$ cat src/include/mips_fetch_defines.svh
`ifndef MIPS_FETCH_DEFINES_SVH
`define MIPS_FETCH_DEFINES_SVH

// reset vector of the boot ROM in kseg1
`define MIPS_BOOT_VECTOR 32'hBFC00000

// requests instruction memory can hold at once
`define FETCH_CREDITS 4

// return address register for jal and the al branches
`define LINK_REG 5'd31

`endif

$ cat src/design/mips_fetch_pkg.sv
package mips_fetch_pkg;

    // primary opcode, instr[31:26]
    typedef enum logic [5:0] {
        op_special = 6'b000000,
        op_regimm  = 6'b000001,
        op_j       = 6'b000010,
        op_jal     = 6'b000011,
        op_beq     = 6'b000100,
        op_bne     = 6'b000101,
        op_blez    = 6'b000110,
        op_bgtz    = 6'b000111
    } opcode_e;

    // special function field, instr[5:0]
    typedef enum logic [5:0] {
        fn_jr   = 6'b001000,
        fn_jalr = 6'b001001
    } funct_e;

    typedef enum logic [1:0] {
        kind_none,
        kind_jump_abs,   // j, jal
        kind_jump_reg,   // jr, jalr
        kind_branch_rel  // conditional branches
    } branch_kind_e;

    // instruction at the current pc with its register operands
    typedef struct packed {
        logic [31:0] word;
        logic [31:0] rs_data;
        logic [31:0] rt_data;
    } instr_in_t;

    typedef struct packed {
        logic         taken;
        branch_kind_e kind;
        logic         link;
        logic [4:0]   link_rd;
        logic [31:0]  rs_target;
        logic [25:0]  imm26;
        logic [15:0]  offset16;
    } branch_res_t;

    // return address write to the register file
    typedef struct packed {
        logic [4:0]  rd;
        logic [31:0] data;
    } link_wr_t;

endpackage

$ cat src/design/branch_resolve.sv
`timescale 1ns/1ns
`include "mips_fetch_defines.svh"

module branch_resolve (
    input  mips_fetch_pkg::instr_in_t   instr,
    output mips_fetch_pkg::branch_res_t res
);
    import mips_fetch_pkg::*;

    opcode_e     opcode;
    logic [4:0]  rt;
    logic [4:0]  rd;
    logic [4:0]  sa;
    logic [5:0]  funct;
    logic        rt_zero;
    logic        sa_zero;

    // condition flags on the signed operands
    logic        rs_eq_rt;
    logic        rs_gtz;
    logic        rs_eqz;
    logic        rs_ltz;

    assign opcode  = opcode_e'(instr.word[31:26]);
    assign rt      = instr.word[20:16];
    assign rd      = instr.word[15:11];
    assign sa      = instr.word[10:6];
    assign funct   = instr.word[5:0];
    assign rt_zero = (rt == 5'd0);
    assign sa_zero = (sa == 5'd0);

    assign rs_eq_rt = (instr.rs_data == instr.rt_data);
    assign rs_gtz   = ($signed(instr.rs_data) > 32'sd0);
    assign rs_eqz   = (instr.rs_data == 32'd0);
    assign rs_ltz   = instr.rs_data[31];

    always_comb begin
        res.taken     = 1'b0;
        res.kind      = kind_none;
        res.link      = 1'b0;
        res.link_rd   = `LINK_REG;
        res.rs_target = instr.rs_data;
        res.imm26     = instr.word[25:0];
        res.offset16  = instr.word[15:0];

        case (opcode)
            op_j: begin
                res.kind  = kind_jump_abs;
                res.taken = 1'b1;
            end
            op_jal: begin
                res.kind  = kind_jump_abs;
                res.taken = 1'b1;
                res.link  = 1'b1;
            end
            op_special: begin
                if (rt_zero && sa_zero) begin
                    if (funct == fn_jr) begin
                        res.kind  = kind_jump_reg;
                        res.taken = 1'b1;
                    end else if (funct == fn_jalr) begin
                        res.kind    = kind_jump_reg;
                        res.taken   = 1'b1;
                        res.link    = 1'b1;
                        res.link_rd = rd;   // jalr links to rd
                    end
                end
            end
            op_beq: begin
                res.kind  = kind_branch_rel;
                res.taken = rs_eq_rt;
            end
            op_bne: begin
                res.kind  = kind_branch_rel;
                res.taken = !rs_eq_rt;
            end
            op_blez: begin
                if (rt_zero) begin
                    res.kind  = kind_branch_rel;
                    res.taken = rs_eqz || rs_ltz;
                end
            end
            op_bgtz: begin
                if (rt_zero) begin
                    res.kind  = kind_branch_rel;
                    res.taken = rs_gtz;
                end
            end
            op_regimm: begin
                // rt: bltz 00000, bgez 00001, bltzal 10000, bgezal 10001
                if (rt[3:1] == 3'b000) begin
                    res.kind  = kind_branch_rel;
                    res.taken = rt[0] ? !rs_ltz : rs_ltz;
                    res.link  = rt[4];
                end
            end
            default: ;
        endcase
    end

endmodule

$ cat src/design/mips_cpu_pc.sv
`timescale 1ns/1ns
`include "mips_fetch_defines.svh"

module mips_cpu_pc (
    input  logic                        clk,
    input  logic                        rst_n,
    input  logic                        instr_valid,
    input  logic                        credit_ok,
    input  mips_fetch_pkg::branch_res_t res,
    output logic [31:0]                 pc,
    output logic                        fetch_valid,
    output logic [31:0]                 fetch_addr,
    output logic                        link_valid,
    output mips_fetch_pkg::link_wr_t    link
);
    import mips_fetch_pkg::*;

    logic        step;
    logic        delay_q;     // current pc is a delay slot
    logic [31:0] target_q;
    logic [31:0] pc_plus4;
    logic [31:0] target_abs;
    logic [31:0] target_rel;
    logic [31:0] target_sel;
    logic [31:0] next_pc;
    logic        branch_now;

    assign step     = instr_valid && credit_ok;
    assign pc_plus4 = pc + 32'd4;

    assign target_abs = {pc_plus4[31:28], res.imm26, 2'b00};   // region of delay slot
    assign target_rel = pc_plus4 + {{14{res.offset16[15]}}, res.offset16, 2'b00};

    always_comb begin
        case (res.kind)
            kind_jump_abs:   target_sel = target_abs;
            kind_jump_reg:   target_sel = res.rs_target;
            kind_branch_rel: target_sel = target_rel;
            default:         target_sel = pc_plus4;
        endcase
    end

    // the delay slot itself is never resolved as a branch
    assign branch_now = res.taken && !delay_q;

    assign next_pc     = delay_q ? target_q : pc_plus4;
    assign fetch_valid = step;
    assign fetch_addr  = next_pc;

    always_ff @(posedge clk or negedge rst_n) begin
        if (!rst_n) begin
            pc         <= `MIPS_BOOT_VECTOR;
            delay_q    <= 1'b0;
            link_valid <= 1'b0;
        end else begin
            link_valid <= step && branch_now && res.link;
            if (step) begin
                pc      <= next_pc;
                delay_q <= branch_now;
            end
        end
    end

    always_ff @(posedge clk) begin
        if (step && branch_now) begin
            target_q <= target_sel;
        end
        if (step && branch_now && res.link) begin
            link.rd   <= res.link_rd;
            link.data <= pc + 32'd8;   // return past the delay slot
        end
    end

endmodule

$ cat src/design/fetch_credit_ctr.sv
`timescale 1ns/1ns
`include "mips_fetch_defines.svh"

module fetch_credit_ctr (
    input  logic clk,
    input  logic rst_n,
    input  logic fetch_valid,
    input  logic credit_return,
    output logic credit_ok
);
    localparam int CNT_W = $clog2(`FETCH_CREDITS + 1);
    localparam logic [CNT_W-1:0] MAX_CREDITS = CNT_W'(`FETCH_CREDITS);

    logic [CNT_W-1:0] count;

    assign credit_ok = (count != '0);

    always_ff @(posedge clk or negedge rst_n) begin
        if (!rst_n) begin
            count <= MAX_CREDITS;
        end else begin
            case ({fetch_valid, credit_return})
                2'b10: count <= count - 1'b1;
                2'b01: begin
                    if (count != MAX_CREDITS) begin   // ignore stray returns
                        count <= count + 1'b1;
                    end
                end
                default: ;   // both or neither, net zero
            endcase
        end
    end

endmodule

$ cat src/design/mips_fetch_top.sv
`timescale 1ns/1ns

module mips_fetch_top (
    input  logic                      clk,
    input  logic                      rst_n,
    input  logic                      instr_valid,
    input  mips_fetch_pkg::instr_in_t instr,
    input  logic                      credit_return,
    output logic [31:0]               pc,
    output logic                      fetch_valid,
    output logic [31:0]               fetch_addr,
    output logic                      link_valid,
    output mips_fetch_pkg::link_wr_t  link
);
    import mips_fetch_pkg::*;

    branch_res_t res;
    logic        credit_ok;

    branch_resolve u_resolve (
        .instr (instr),
        .res   (res)
    );

    mips_cpu_pc u_pc (
        .clk         (clk),
        .rst_n       (rst_n),
        .instr_valid (instr_valid),
        .credit_ok   (credit_ok),
        .res         (res),
        .pc          (pc),
        .fetch_valid (fetch_valid),
        .fetch_addr  (fetch_addr),
        .link_valid  (link_valid),
        .link        (link)
    );

    fetch_credit_ctr u_credit (
        .clk           (clk),
        .rst_n         (rst_n),
        .fetch_valid   (fetch_valid),   // one credit per request
        .credit_return (credit_return),
        .credit_ok     (credit_ok)
    );

endmodule

$ cat config.mk
export PLATFORM = sky130hd
export DESIGN_NAME = mips_fetch_top
export DESIGN_NICKNAME = d
export VERILOG_FILES = /design/src/design/mips_fetch_pkg.sv /design/src/design/branch_resolve.sv /design/src/design/mips_cpu_pc.sv /design/src/design/fetch_credit_ctr.sv /design/src/design/mips_fetch_top.sv
export VERILOG_INCLUDE_DIRS = /design/src /design/src/include
export SDC_FILE = /design/constraint.sdc
export NUM_CORES = 1
export LEC_CHECK = 0
export BUFFER_PORTS_ARGS = -buffer_cell sky130_fd_sc_hd__buf_2
export CORE_MARGIN = 2
export CORE_UTILIZATION = 51
export CTS_CLUSTER_SIZE = 10
export DETAILED_ROUTE_END_ITERATION = 10
export HOLD_SLACK_MARGIN = 0.06
export PLACE_DENSITY_LB_ADDON = 0.15
export SKIP_LAST_GASP = 1
export SLEW_MARGIN = 5
export SYNTH_ARGS = -nofsm -noshare
export SYNTH_HDL_FRONTEND = slang
export SYNTH_SLANG_ARGS = --single-unit
$ cat constraint.sdc
create_clock -name clk -period 6.18 [get_ports clk]
set_clock_uncertainty 0.2 [all_clocks]
set_input_delay 0.309 -clock clk [delete_from_list [all_inputs] [get_ports clk]]
set_output_delay 0.309 -clock clk [all_outputs]
set_load 0.05 [all_outputs]
==> results.sh, run 1 <==
export IMPL_status="finished, final reports clean"
export IMPL_final_hold_violation_count=0
export IMPL_p_per_area_nw_per_um2=354
export IMPL_route_detailed_drc=0
export IMPL_synth_ff_type="edfxtp_1"
export IMPL_ant_nets=0
export IMPL_crit_path_max_incr_delay_ns=0.64
export IMPL_cp_max_fo=12
export IMPL_n_antenna_cell=0
export IMPL_nNetsFinal=1149
export IMPL_port_buffers=202
export IMPL_grt_pass1_vias=6560
export IMPL_synth_area_top_cells="edfxtp_1 (26%), dfrtp_1 (8.5%), mux2_2 (7.7%)"
export IMPL_rsz0062_at_grt="no"
export IMPL_antenna_found_initial=0
export IMPL_pin_count=203
export IMPL_worstPathArrival_ns=4.90
export IMPL_core_area_um2=15200
export IMPL_die_h_um=129
export IMPL_crit_type="reg2reg"
export IMPL_fin_setup_tns_ns=0
export IMPL_setup_viol=0
export IMPL_period_share_pct=80.7
export IMPL_yosysUniqueCellTypes=71
export IMPL_finalPower_mw=3.31
export IMPL_synth_edf_count=69
export IMPL_clk_path_buf_depth=2
export IMPL_drt_iter0_drc=730
export IMPL_die_area_um2=16600
export IMPL_crit_buf_inv=0
export IMPL_yosysSeqAreaShare_pct=37.9
export IMPL_yosys_warnings=0
export IMPL_dp_hpwl_mm=19.4
export IMPL_fmax_ghz=0.201
export IMPL_critPathCaptureType="register"
export IMPL_htree_levels=3
export IMPL_cpMaxStageDelayCell="dfrtp_1"
export IMPL_wl_per_cell_um=20.7
export IMPL_synth_most_common_cell="nand2_1"
export IMPL_worst_skew_pair_late_latency_ns=0.36
export IMPL_slew_headroom_pct=32.2
export IMPL_power_leakage_nw=4.18
export IMPL_ys_seq_elements=106
export IMPL_first_pass_iters=7
export IMPL_syn_num_nets=970
export IMPL_post_cts_resize_count=0
export IMPL_critPathMostFrequentCell="ha_1"
export IMPL_tightest_slew_ns=1.01
export IMPL_slew_viol_final=0
export IMPL_routed_wirelength_mm=24.9
export IMPL_viasPerCell=6.09
export IMPL_synthTopCellsByCount="nand2_1 (81), edfxtp_1 (69), nor2_1 (69), xor2_1 (62), mux2_2 (54)"
export IMPL_async_flop_share_pct=34.9
export IMPL_synth_area_per_cell_um2=9.57
export IMPL_post_cts_buffers=0
export IMPL_min_path_type="in2reg"
export IMPL_path_delay_family="compound AO/OA/AOI/OAI gates"
export IMPL_critPathRequiredTime_ns=6.10
export IMPL_postCtsHoldBufs=1
export IMPL_die_w_um=129
export IMPL_vias=7318
export IMPL_layout_setup_ws_ns=1.20
export IMPL_synth_cells=830
export IMPL_syn_area_um2=7950
export IMPL_grt_pass1_wl_mm=37.5
export IMPL_cts_buffers=9
export IMPL_cts_tree="yes"
export IMPL_dp_slack_ns=1.28
export IMPL_synth_largest_area_cell="edfxtp_1"
export IMPL_initial_core_util_pct=52.3
export IMPL_synth_top_cell_area_share_pct=26.1
export IMPL_grt_max_degree=51
export IMPL_grt_ovfl_total=0
export IMPL_cap_violations=0
export IMPL_grt_usage_pct=29.7
export IMPL_start_kind="register"
export IMPL_period_needed_ns=4.98
export IMPL_place_gp_congestion=0.960
export IMPL_clockRootBuffer="clkbuf_16"
export IMPL_area_growth_pct=17.9
export IMPL_crit_chain="ha_1 > nand3_1 > nor3_1 > nand2_1 > xnor2_1 > ha_1 > a21oi_1 > o211ai_1 > a21boi_0 > nor2_1 > a211oi_1 > o41ai_1 > a31o_2 > a211o_1 > or2_1"
export IMPL_drive_above_1_share_pct=30.6
export IMPL_peakVddDrop_v=0.000186
export IMPL_placementRows=45
export IMPL_numClockSinks=106
export IMPL_clkTransAtPathRegs_ns=0.08
[report_power, final]
| part | switching, mW | internal (mW) |
|---|---|---|
| clock network | 0.265 | 0.275 |
| registers | 0.173 | 0.879 |
| logic | 1.15 | 0.574 |
[cells in the final DEF (no fill, tap or decap), types with 9 or more instances in the layout]
cell / netlist / routed
xnor2_1: 49 / 49
ha_1: 38 / 38
clkbuf_16: 0 / 9
nor2_1: 69 / 68
xor2_1: 62 / 62
edfxtp_1: 69 / 69
nor4_1: 24 / 23
nand2_1: 81 / 81
buf_2: 15 / 202
dfstp_2: 10 / 10
a21oi_1: 49 / 48
o21ai_0: 46 / 46
nor3_1: 12 / 12
a21o_1: 15 / 15
nand3_1: 30 / 30
nand4_1: 18 / 18
dfrtp_1: 27 / 27
mux2_2: 54 / 54
[worst paths after layout]
check / slack [ns] / cells past startpoint / from / to
setup reg to reg: 1.20 / 15 / u_pc.pc[2] / u_pc.target_q[31]
hold reg to reg: 0.33 / 2 / u_pc.pc[28] / u_pc.pc[28]
max in group asynchronous: 4.75 / 2 / rst_n / u_pc.pc[17]
min in group asynchronous: 0.42 / 2 / rst_n / u_pc.pc[30]
setup / recovery: 1.20 / 15 / u_pc.pc[2] / u_pc.target_q[31]
hold / removal: 0.10 / 2 / instr[76] / u_pc.link[33]
[metal layers]
layer	up-vias	wire, um	GRT usage (%)	share of wire, %
met5	-	0	0	0
met4	0	676	9.91	2.7
met3	53	1970	4.86	7.9
met2	393	11100	45.5	45
met1	3448	11100	43.0	45
li1	3424	-	-	-
[layout make-up]
| class | count | area [um^2] |
|---|---|---|
| fill | 1395 | 5830 |
| multi-input combinational | 672 | 4730 |
| sequential | 106 | 3010 |
| timing repair buffer | 211 | 1090 |
| clock buffer | 12 | 236 |
| tap | 188 | 235 |
| inverter | 9 | 33.8 |
| clock inverter | 4 | 28.8 |
[cells by family after synthesis]
| group | synth area share [%] |
|---|---|
| xor gates and xnor gates | 12.4 |
| muxes | 7.65 |
| DFF | 37.9 |
| AOI/OAI and AO/OA | 14.8 |
| buffers and inverters | 2.74 |
| adders and majority gates | 6.49 |
| and+or+nand+nor | 18.0 |
[worst reg2reg max path, cell delays in order (launching register included)]
cell and delay [ns]:
dfrtp_1 0.64, ha_1 0.30, nand3_1 0.26, nor3_1 0.57, nand2_1 0.14, xnor2_1 0.37
ha_1 0.34, a21oi_1 0.38, o211ai_1 0.16, a21boi_0 0.24, nor2_1 0.07, a211oi_1 0.21
o41ai_1 0.13, a31o_2 0.27, a211o_1 0.24, or2_1 0.21
[state kept, by name, summed over array words and instances, names as in the netlist]
signal           cells
u_pc.link           37
u_credit.count       3
u_pc.pc             32
u_pc.target_q       32
u_pc.delay_q         1
u_pc.link_valid      1
[per-stage QoR]
step	cell area, um^2	cells	hold slack (ns)	utilization (%)
floorplan	7950	830	-0.187	-
global placement	9090	1185	0.291	59.8
detailed placement	9090	1185	0.291	59.8
CTS	9370	1202	0.0936	61.6
global route	9370	1202	0.110	61.6
finish	9370	1202	0.101	61.6
(Power assumes the default switching activity.)
==> run 2, diff against run 1 <==
--- a/config.mk
+++ b/config.mk
@@ -6,6 +6,7 @@
 export SDC_FILE = /design/constraint.sdc
 export NUM_CORES = 1
 export LEC_CHECK = 0
+export ABC_AREA = 1
 export BUFFER_PORTS_ARGS = -buffer_cell sky130_fd_sc_hd__buf_2
 export CORE_MARGIN = 2
 export CORE_UTILIZATION = 51
==> constraint.sdc (replaced) <==
create_clock -name clk -period 4.8 [get_ports clk]
set_clock_uncertainty 0.2 [all_clocks]
set_input_delay 0.24 -clock clk [delete_from_list [all_inputs] [get_ports clk]]
set_output_delay 0.24 -clock clk [all_outputs]
set_load 0.05 [all_outputs]
==> results.sh, run 2 <==
export IMPL_critPathCaptureType="register"
export IMPL_r2r_end="u_pc.target_q[10]"
export IMPL_yosysUniqueCellTypes=47
export IMPL_synth_ff_type="edfxtp_1"
export IMPL_worstPathArrival_ns=3.89
export IMPL_largest_register="u_pc.link"
export IMPL_numClockSinks=106
export IMPL_grt_pass1_vias=8295
export IMPL_die_h_um=137
export IMPL_min_path_type="in2reg"
export IMPL_status="finished, final reports clean"
export IMPL_n_antenna_cell=0
export IMPL_route_detailed_drc=0
export IMPL_final_hold_violation_count=0
export IMPL_initial_core_util_pct=52.2
export IMPL_largest_reg_flops=37
export IMPL_routed_wirelength_mm=31.2
export IMPL_async_flop_share_pct=34.9
export IMPL_slew_headroom_pct=41.7
export IMPL_clkTransAtPathRegs_ns=0.08
export IMPL_post_cts_buffers=0
export IMPL_synth_largest_area_cell="edfxtp_1"
export IMPL_yosysSeqAreaShare_pct=33.3
export IMPL_post_cts_resize_count=0
export IMPL_cp_max_fo=12
export IMPL_fin_setup_tns_ns=0
export IMPL_final_common_cell="nand2_1"
export IMPL_top_regs="u_pc.link x37, u_pc.pc x32, u_pc.target_q x32"
export IMPL_peakVddDrop_v=0.000306
export IMPL_critPathMostFrequentCell="nand2_1"
export IMPL_pin_count=203
export IMPL_r2r_start="u_pc.pc[2]"
export IMPL_grt_ovfl_total=0
export IMPL_clockPowerShare_pct=15.0
export IMPL_cts_tree="yes"
export IMPL_grt_usage_pct=33.5
export IMPL_pwr_share_comb_pct=58.2
export IMPL_hold_path_end="u_pc.link[33]"
export IMPL_fillers=1686
export IMPL_ys_seq_elements=106
export IMPL_synth_area_per_cell_um2=6.85
export IMPL_dp_hpwl_mm=25.8
export IMPL_switching_share_pct=53.6
export IMPL_synth_area_top_cells="edfxtp_1 (23%), nand2_1 (20%), dfrtp_1 (7.5%)"
export IMPL_ant_nets=0
export IMPL_min_delay_start="instr[76]"
export IMPL_port_buffers=202
export IMPL_synth_top_cell_area_share_pct=22.9
export IMPL_seq_area_um2=3010
export IMPL_crit_type="reg2reg"
export IMPL_vias=9231
export IMPL_final_cell_mix="nand2_1 (492), buf_2 (202), inv_1 (173), nor2_1 (119), nand3_1 (74)"
export IMPL_area_growth_pct=18.2
export IMPL_reg2reg_depth=12
export IMPL_setup_viol=0
export IMPL_multiInputGateArea_um2=5230
export IMPL_first_pass_iters=6
export IMPL_fmax_ghz=0.251
export IMPL_grt_pass1_wl_mm=47.0
export IMPL_period_needed_ns=3.98
export IMPL_p_per_area_nw_per_um2=467
export IMPL_die_w_um=137
export IMPL_synth_cells=1319
export IMPL_internal_power_mw=2.31
export IMPL_drive_above_1_share_pct=19.0
export IMPL_worst_skew_pair_late_latency_ns=0.36
export IMPL_die_area_um2=18800
export IMPL_htree_levels=3
export IMPL_clk_path_buf_depth=2
export IMPL_p_seq_share_pct=26.7
export IMPL_yosys_warnings=0
export IMPL_cts_buffers=9
export IMPL_utilization_pct=61.7
export IMPL_synth_most_common_cell="nand2_1"
export IMPL_cap_violations=0
export IMPL_place_gp_congestion=1.02
export IMPL_slew_viol_final=0
export IMPL_dpl_cell_area_um2=10200
export IMPL_viasPerCell=5.26
export IMPL_finalPower_mw=4.98
export IMPL_tightest_slew_ns=0.875
export IMPL_grt_max_degree=56
export IMPL_layout_setup_ws_ns=0.816
export IMPL_placementRows=48
export IMPL_cpMaxStageDelayCell="dfrtp_1"
export IMPL_synthTopCellsByCount="nand2_1 (492), inv_1 (173), nor2_1 (120), nand3_1 (74), edfxtp_1 (69)"
export IMPL_nNetsFinal=1664
export IMPL_period_share_pct=83.0
export IMPL_rsz0062_at_grt="no"
export IMPL_rrSetupSlack_ns=0.82
export IMPL_antenna_found_initial=0
export IMPL_drt_iter0_drc=869
export IMPL_start_kind="register"
export IMPL_critPathRequiredTime_ns=4.71
export IMPL_syn_num_nets=1459
export IMPL_synth_edf_count=69
export IMPL_syn_area_um2=9030
export IMPL_final_cell_area_um2=10700
export IMPL_core_area_um2=17300
export IMPL_worstHoldPathCells=3
export IMPL_dp_slack_ns=0.991
export IMPL_p_sw_mw=2.67
export IMPL_power_leakage_nw=5.39
export IMPL_crit_chain="inv_1 > nor2_2 > xor2_1 > ha_1 > nand2_1 > inv_1 > a21oi_1 > nand2_1 > xor2_1 > nand2_1 > nand4_1 > dlygate4sd3_1"
export IMPL_wl_per_cell_um=17.8
export IMPL_clockRootBuffer="clkbuf_16"
export IMPL_crit_path_max_incr_delay_ns=0.65
==> run 2: cell types whose count changed in the layout (fill, tap and decap cells not counted), moves of 14 or more <==
cell,before,now
nand2_1,81,492
a21o_1,15,1
mux2_2,54,0
inv_1,8,173
nor4_1,23,1
nor2_1,68,119
xnor2_1,49,33
nand3_1,30,74
a21oi_1,48,26
==> run 2: stage by stage <==
stage / hold slack [ns] / instances
final: 0.0783 / 1754
after global routing: 0.0868 / 1754
after CTS: 0.0702 / 1754
after detailed placement: 0.201 / 1724
after global placement: 0.185 / 1724
after floorplan: -0.256 / 1319
==> run 2: logic make-up (layout without fill, tap and decap cells) <==
| family | count (synthesis) | in the layout | share of synthesized area (%) |
|---|---|---|---|
| AND/OR/NAND/NOR | 782 | 782 | 37.0 |
| buffers and inverters | 204 | 414 | 9.01 |
| flip-flops | 106 | 106 | 33.3 |
| AO/OA/AOI/OAI | 99 | 99 | 6.30 |
| XOR/XNOR | 88 | 88 | 8.62 |
| adder cells (fa/ha/maj) | 40 | 40 | 5.71 |
==> run 2: worst max path at each step <==
stage	from	to	slack (ns)	cells after the start
6_report	u_pc.pc[2]	u_pc.target_q[10]	0.82	12
5_1_grt	u_pc.pc[4]	u_pc.target_q[28]	0.63	17
4_1_cts	u_pc.pc[2]	u_pc.target_q[10]	0.94	12
3_5_place_dp	u_pc.pc[4]	u_pc.target_q[25]	0.99	18
3_3_place_gp	u_pc.pc[2]	u_pc.target_q[29]	1.00	19
2_1_floorplan	u_pc.pc[4]	u_pc.target_q[29]	1.30	19
==> run 2: critical path: cells and delay by family (launching register included) <==
family	cells	cell delay [ns]
buffers and inverters	3	0.95
AND/OR/NAND/NOR	5	0.74
XOR/XNOR	2	0.66
flip-flops	1	0.65
adder cells (fa/ha/maj)	1	0.38
AO/OA/AOI/OAI	1	0.13
==> run 2: cell type report <==
| type | instances | share of cell area, % |
|---|---|---|
| Inverter | 175 | 6.16 |
| Timing Repair Buffer | 223 | 11.3 |
| Tap cell | 225 | 2.64 |
| Clock inverter | 6 | 0.575 |
| Multi-Input combinational cell | 1009 | 49.0 |
| Sequential cell | 106 | 28.2 |
| Clock buffer | 10 | 2.15 |
==> run 2: repair_timing <==
item	4_1_cts	5_1_grt
setup endpoints to repair	0	0
hold endpoints to repair	38	0
hold buffers	14	0
==> run 2: power by group through the flow <==
| stage | clock network, mW | registers, mW | logic [mW] |
|---|---|---|---|
| after detailed placement | 0 | 1.35 | 2.82 |
| after CTS | 0.755 | 1.33 | 2.86 |
| after global routing | 0.782 | 1.35 | 3.15 |
| after global placement | 0 | 1.34 | 2.81 |
| final | 0.749 | 1.33 | 2.90 |
| after floorplan | 0 | 1.58 | 1.79 |
==> run 2: per-layer routing <==
| layer | vias to the layer above | wire (um) | part of all wire (%) | global-route usage, % |
|---|---|---|---|---|
| met5 | - | 0 | 0 | 0 |
| met4 | 0 | 967 | 3.1 | 11.7 |
| met3 | 49 | 2320 | 7.4 | 2.85 |
| met2 | 405 | 14000 | 45 | 52.9 |
| met1 | 4190 | 13900 | 44 | 48.2 |
| li1 | 4587 | - | - | - |
